File: config.mk
export PLATFORM = sky130hd
export DESIGN_NAME = weight_fifo
export DESIGN_NICKNAME = d
export VERILOG_FILES = /design/src/hdl/weight_rotator_pkg.sv /design/src/hdl/weight_fifo.sv
export VERILOG_INCLUDE_DIRS = /design/src /design/src/include
export SDC_FILE = /design/constraint.sdc
export NUM_CORES = 1
export LEC_CHECK = 0
export BUFFER_PORTS_ARGS = -buffer_cell sky130_fd_sc_hd__buf_4
export CORE_ASPECT_RATIO = 1.75
export CORE_UTILIZATION = 45
export CTS_CLUSTER_SIZE = 14
export DETAILED_ROUTE_END_ITERATION = 16
export HOLD_SLACK_MARGIN = 0.08
export PLACE_DENSITY = 0.65
export SLEW_MARGIN = 10
export SYNTH_ARGS = -nofsm -noshare
export SYNTH_HDL_FRONTEND = slang
export SYNTH_SLANG_ARGS = --single-unit
export TNS_END_PERCENT = 5
File: constraint.sdc
create_clock -name clk -period 3.05 [get_ports clk]
set_clock_uncertainty 0.1 [all_clocks]
set_input_delay 0.305 -clock clk [delete_from_list [all_inputs] [get_ports clk]]
set_output_delay 0.305 -clock clk [all_outputs]
set_load 0.02 [all_outputs]
File: src/include/weight_rotator_cfg.svh
`ifndef WEIGHT_ROTATOR_CFG_SVH
`define WEIGHT_ROTATOR_CFG_SVH

////////////////////
// line shape
////////////////////

// bits per weight
`define WR_DATA_WIDTH 16
// conv cores fed in parallel
`define WR_CONV_CORES 1
// kernel taps per core and line
`define WR_LANES 3

////////////////////
// bank geometry
////////////////////

// block ram address, about 1024 ch * 3 + bias
`define WR_ADDR_WIDTH 12
`define WR_RAM_DEPTH (1 << `WR_ADDR_WIDTH)
// replay pass counter, width * blocks
`define WR_ROTATE_WIDTH 14

// lines prefetched into the fifo while a group loads
`define WR_FIFO_DEPTH 4
// bank read latency in cycles
`define WR_RAM_LATENCY 2

////////////////////
// layer geometry
////////////////////

`define WR_CH_WIDTH 10
`define WR_IMW_WIDTH 9
`define WR_BLK_WIDTH 5

`endif

File: src/hdl/weight_rotator_pkg.sv
`include "weight_rotator_cfg.svh"

package weight_rotator_pkg;

    ////////////////////
    // data types
    ////////////////////

    typedef logic [`WR_DATA_WIDTH-1:0] weight_t;  // one kernel tap

    // all lanes of all cores, lane 0 in the low bits
    typedef weight_t [`WR_CONV_CORES*`WR_LANES-1:0] weight_line_t;

    // side-band of a layer, every count given as value - 1
    typedef struct packed {
        logic [`WR_CH_WIDTH-1:0]  channels;   // input channels
        logic [`WR_IMW_WIDTH-1:0] width;      // image width
        logic [`WR_BLK_WIDTH-1:0] blocks;     // row blocks
        logic                     conv_mode;  // 0: 3x3 kernel
        logic                     max_mode;   // max pool after conv
    } layer_cfg_t;

    // value seen on cfg_out out of reset
    localparam layer_cfg_t LAYER_CFG_RESET = '{
        channels:  '0,
        width:     '0,
        blocks:    '0,
        conv_mode: 1'b0,
        max_mode:  1'b1
    };

    // replay limits taken over at the bank switch
    typedef struct packed {
        logic [`WR_ADDR_WIDTH-1:0]   last_addr;  // last weight line of the group
        logic [`WR_ROTATE_WIDTH-1:0] passes;     // replays - 1
    } replay_cfg_t;

    ////////////////////
    // control types
    ////////////////////

    typedef enum logic {
        ROT_IDLE,    // nothing left to issue
        ROT_STREAM   // issuing bank reads
    } rot_state_t;

endpackage

File: src/hdl/weight_fifo.sv
`timescale 1ns/1ps
`include "weight_rotator_cfg.svh"

// prefetch fifo in front of one bank
module weight_fifo (
    input  logic                             clk,
    input  logic                             rstn,
    input  weight_rotator_pkg::weight_line_t din,
    input  logic                             we,
    input  logic                             re,
    output logic                             l_rdy,
    output logic                             r_valid,
    output logic                             last_data,
    output weight_rotator_pkg::weight_line_t dout
);
    import weight_rotator_pkg::*;

    localparam int DEPTH = `WR_FIFO_DEPTH;
    localparam int PTR_W = (DEPTH > 1) ? $clog2(DEPTH) : 1;
    localparam int CNT_W = $clog2(DEPTH + 1);

    weight_line_t     mem [DEPTH];
    logic [PTR_W-1:0] wr_ptr;
    logic [PTR_W-1:0] rd_ptr;
    logic [CNT_W-1:0] fill;    // entries held
    logic             push;
    logic             pop;

    // circular increment, depth need not be a power of two
    function automatic logic [PTR_W-1:0] ptr_next(input logic [PTR_W-1:0] p);
        if (p == PTR_W'(DEPTH - 1)) begin
            return '0;
        end
        return p + 1'b1;
    endfunction

    ////////////////////
    // flags
    ////////////////////

    assign l_rdy     = (fill != CNT_W'(DEPTH));   // room for one more
    assign r_valid   = (fill != '0);
    assign last_data = (fill == CNT_W'(1));       // one entry left

    assign push = we & l_rdy;    // writes into a full fifo are dropped
    assign pop  = re & r_valid;

    // head entry, steady while not popped
    assign dout = mem[rd_ptr];

    ////////////////////
    // storage
    ////////////////////

    always_ff @(posedge clk) begin
        if (push) begin
            mem[wr_ptr] <= din;
        end
    end

    always_ff @(posedge clk or negedge rstn) begin
        if (!rstn) begin
            wr_ptr <= '0;
            rd_ptr <= '0;
            fill   <= '0;
        end else begin
            if (push) begin
                wr_ptr <= ptr_next(wr_ptr);
            end
            if (pop) begin
                rd_ptr <= ptr_next(rd_ptr);
            end
            case ({push, pop})
                2'b10:   fill <= fill + 1'b1;
                2'b01:   fill <= fill - 1'b1;
                default: fill <= fill;       // idle, or push and pop together
            endcase
        end
    end

endmodule

==> run_summary.xml <==
<?xml version="1.0" encoding="UTF-8"?>
<metrics>
  <group name="floorplan">
    <metric name="placementRows" unit="">61</metric>
    <metric name="initial_core_util" unit="">0.465</metric>
    <metric name="design.die.area" unit="um2">17100</metric>
    <metric name="ioPinCount" unit="">103</metric>
    <metric name="die_outline_height" unit="um">172</metric>
    <metric name="core-area" unit="um2">16000</metric>
    <metric name="die_x" unit="um">99.3</metric>
  </group>
  <group name="run_status">
    <metric name="run_status" unit="">completed</metric>
  </group>
  <group name="logic_synthesis">
    <metric name="library_cell_occupying_the_most_area_in_the_post_synthesis_netlist" unit="">edfxtp_1</metric>
    <metric name="synth_adder_area_share" unit="">0.0168</metric>
    <metric name="post-synth-top-count-cell" unit="">edfxtp_1</metric>
    <metric name="post_synth_xor_xnor_area" unit="">0.00352</metric>
    <metric name="synthesis.area_per_instance" unit="um2">25.0</metric>
    <metric name="post_synth_most_frequent_cells" unit="">edfxtp_1 (192), mux4_2 (48), ha_1 (10), dfrtp_1 (7), inv_1 (6)</metric>
    <metric name="post_synthesis_instance_area" unit="um2">7460</metric>
    <metric name="post_synthesis_async_set_or_reset_flop_share" unit="">0.0352</metric>
    <metric name="synth_mux_area_frac" unit="">0.149</metric>
    <metric name="synth_compound_area_frac" unit="">0.00302</metric>
    <metric name="post_synth_and_or_nand_nor_area_fraction" unit="">0.00906</metric>
    <metric name="synth_seq_area_share" unit="">0.797</metric>
    <metric name="synth.lib_cells_used.distinct" unit="">20</metric>
    <metric name="yosys_register_bits" unit="">199</metric>
    <metric name="dominant_combinational_cell_family_by_area_after_synthesis" unit="">multiplexers</metric>
    <metric name="yosys.area.top_type_share" unit="">0.773</metric>
    <metric name="yosys_most_used_dff" unit="">edfxtp_1</metric>
    <metric name="mappedNetlistNets" unit="">360</metric>
    <metric name="number_of_cells_produced_by_synthesis" unit="">298</metric>
    <metric name="synth_enable_flop_cells" unit="">192</metric>
    <metric name="netlist_top_cells_area" unit="">edfxtp_1 (77%), mux4_2 (14%), dfrtp_1 (2.3%)</metric>
    <metric name="yosysWarningCount" unit="">0</metric>
  </group>
  <group name="power_and_ir_drop">
    <metric name="net_switching_share_of_the_total_power" unit="">0.318</metric>
    <metric name="seq_power_share" unit="">0.421</metric>
    <metric name="total_power" unit="uW">9050</metric>
    <metric name="internal_power" unit="uW">6170</metric>
    <metric name="total_switching_power" unit="uW">2880</metric>
    <metric name="power.combinational.fraction" unit="">0.345</metric>
    <metric name="p_leak" unit="uW">0.00335</metric>
    <metric name="share_clk_of_total_power" unit="">0.234</metric>
    <metric name="vdd_drop_max" unit="mV">0.475</metric>
    <metric name="powerDensity" unit="nW/um2">952</metric>
  </group>
  <group name="placed_design">
    <metric name="io_buffer_count" unit="">102</metric>
    <metric name="post-place-ws" unit="ns">0.793</metric>
    <metric name="gp_congestion" unit="">0.684</metric>
    <metric name="dp_hpwl" unit="um">8080</metric>
    <metric name="placed_cells_incl_taps" unit="">588</metric>
  </group>
  <group name="critical_path">
    <metric name="critical-path-top-cell-by-count" unit="">buf_4</metric>
    <metric name="critPathBufInv" unit="">2</metric>
    <metric name="crit_chain" unit="">buf_4, mux4_2, buf_4</metric>
    <metric name="cp_max_fo" unit="">22</metric>
    <metric name="start_kind" unit="">register</metric>
    <metric name="critical_path_class" unit="">reg2out</metric>
    <metric name="timing.critical_path.max_delay_family" unit="">flip-flops</metric>
    <metric name="endpoint_kind" unit="">output pin</metric>
    <metric name="max_stage_delay" unit="ns">0.70</metric>
    <metric name="critPathArrivalTime" unit="ns">2.17</metric>
    <metric name="timing.critical_path.required" unit="ns">2.64</metric>
    <metric name="cell_with_the_largest_stage_delay_on_the_worst_path" unit="">dfrtp_4</metric>
  </group>
  <group name="timing">
    <metric name="setup_viol" unit="">0</metric>
    <metric name="totalNegativeSetupSlack" unit="ns">0</metric>
    <metric name="actual_slew_at_the_worst_max_slew_pin" unit="ns">0.524</metric>
    <metric name="period_share" unit="">0.843</metric>
    <metric name="finalHoldViolations" unit="">0</metric>
    <metric name="rsz0062_at_grt" unit="">no</metric>
    <metric name="final.setup.worst_slack" unit="ns">0.480</metric>
    <metric name="maximum_operating_frequency" unit="MHz">389</metric>
    <metric name="drv_slew" unit="">0</metric>
    <metric name="layout_min_cycle_time" unit="ns">2.57</metric>
    <metric name="timing.max_slew.rel_slack" unit="">0.650</metric>
  </group>
  <group name="final_layout">
    <metric name="area_delta_synth_final" unit="%">27.4</metric>
    <metric name="layout_cell_share_with_drive_strength_beyond_1" unit="">0.415</metric>
    <metric name="filler_cell_count" unit="">1185</metric>
    <metric name="final_core_utilization" unit="">0.593</metric>
    <metric name="finalNetCount" unit="">529</metric>
    <metric name="n_antenna_cell" unit="">0</metric>
    <metric name="fin_cells" unit="">669</metric>
  </group>
  <group name="route">
    <metric name="drc" unit="">0</metric>
    <metric name="wirelength" unit="um">13200</metric>
    <metric name="drt-pass1-iter-count" unit="">4</metric>
    <metric name="vias_per_cell" unit="">5.27</metric>
    <metric name="vias" unit="">3524</metric>
    <metric name="drtAntennaViolNets" unit="">0</metric>
    <metric name="drt-wirelength-per-cell" unit="um">19.7</metric>
    <metric name="violation_count_after_the_first_detailed_routing_iteration" unit="">157</metric>
  </group>
  <group name="global_route">
    <metric name="grt_overflow_total" unit="">0</metric>
    <metric name="groute.usage.overall" unit="">0.166</metric>
    <metric name="grt_first_pass_wirelength" unit="um">20400</metric>
    <metric name="grt_antenna_before_repair" unit="">0</metric>
    <metric name="pin_count_of_the_biggest_net_entering_global_routing" unit="">49</metric>
    <metric name="first_global_vias" unit="">3810</metric>
  </group>
  <group name="clock_tree">
    <metric name="cts_made_buffers" unit="">17</metric>
    <metric name="clock_sink_count" unit="">199</metric>
    <metric name="cts_post_setup_buffers_inserted" unit="">0</metric>
    <metric name="root_buffer_master" unit="">clkbuf_16</metric>
    <metric name="clock_latency_on_the_worst_skew_pair" unit="ns">0.42</metric>
    <metric name="cts_hold_buffers" unit="">49</metric>
    <metric name="cts_tree" unit="">done</metric>
    <metric name="cts_repair_resize_count" unit="">0</metric>
    <metric name="worst_setup_hold_path_clk_slew" unit="ns">0.08</metric>
    <metric name="number_of_buffers_between_clock_root_and_the_deepest_sink" unit="">2</metric>
    <metric name="htreeDepth" unit="">4</metric>
  </group>
  <group name="run">
    <metric name="max-cap-violations" unit="">0</metric>
  </group>
  <group name="min_path">
    <metric name="worst_hold_path_type" unit="">in2async</metric>
  </group>
</metrics>
[metrics by stage]
stage               instance area (um2)  hold WS [ns]
floorplan                          7460       -0.0906
global placement                   8440        0.0294
detailed placement                 8440        0.0331
CTS                                9500         0.120
global route                       9500         0.134
finish                             9500         0.132
[state kept, by name, summed over array words and instances (netlist names)]
register and cells:
fill 3, rd_ptr 2, mem 192, wr_ptr 2
[cells in the final DEF, fill, tap and decap left out]
cell / n
inv_6: 6
xnor2_1: 2
clkinv_4: 2
mux2i_1: 1
nor2b_1: 1
o21ai_0: 3
inv_8: 4
and2_2: 4
mux4_2: 48
buf_12: 3
clkinv_8: 1
dfrtp_2: 1
dfrtp_1: 5
clkinv_2: 1
dlygate4sd3_1: 49
inv_1: 6
edfxtp_1: 192
clkbuf_1: 1
xor2_1: 1
nor2_1: 3
nand2_1: 5
mux2_2: 2
dfrtp_4: 1
nand2b_1: 1
buf_4: 109
clkbuf_16: 17
ha_1: 10
a21boi_1: 1
[path summary, 6_finish.rpt]
path                                       startpoint                    end  slack (ns)  cells past startpoint
worst max register to register    fill[0]$_DFFE_PN0P_   mem[2][29]$_DFFE_PP_        0.79                      5
max in group asynchronous                        rstn  rd_ptr[0]$_DFFE_PN0P_        2.56                      2
worst max-delay path            rd_ptr[0]$_DFFE_PN0P_                dout[4]        0.48                      3
worst min register to register    fill[2]$_DFFE_PN0P_    fill[2]$_DFFE_PN0P_        0.43                      1
worst min-delay path                             rstn  wr_ptr[1]$_DFFE_PN0P_        0.13                      2
min in group clk                                   re  rd_ptr[1]$_DFFE_PN0P_        0.23                      3
[routing by layer]
metal | wire length, um | vias up | global-route usage
met2 | 7500 | 81 | 0.301
met4 | 175 | 0 | 0.0639
met3 | 464 | 10 | 0.0311
met1 | 5030 | 1848 | 0.194
met5 | 0 | - | 0
li1 | - | 1585 | -
[worst reg2reg max path, delay by kind of cell, from the launching register on]
family,cells,cell delay [ns]
compound gates,1,0.43
fa+ha+maj,1,0.23
simple gates,1,0.24
buf+inv,2,0.46
flops,1,0.42
[cell type report]
class | count | area, um2 | share of cell area
multi-input combinational | 82 | 1360 | 0.143
tap | 189 | 236 | 0.0249
clock buffer | 18 | 429 | 0.0452
sequential | 199 | 5950 | 0.626
timing repair buffer | 161 | 1370 | 0.144
clock inverter | 14 | 136 | 0.0144
inverter | 6 | 22.5 | 0.00237
[power by group through the flow]
stage          Sequential (uW)  Combinational, uW  Clock, uW
2_1_floorplan             3760               2150          0
3_3_place_gp              3850               3120          0
3_5_place_dp              3890               3130          0
4_1_cts                   3830               3190       2170
5_1_grt                   3870               3330       2250
6_report                  3810               3120       2120
[logic make-up after synthesis]
family | Yosys count
and+or+nand+nor | 14
AOI/OAI and AO/OA | 4
muxes | 51
DFF | 199
adders and majority gates | 10
buffers and inverters | 17
xor gates and xnor gates | 3
Note: power is estimated with default switching activity, not from simulation.
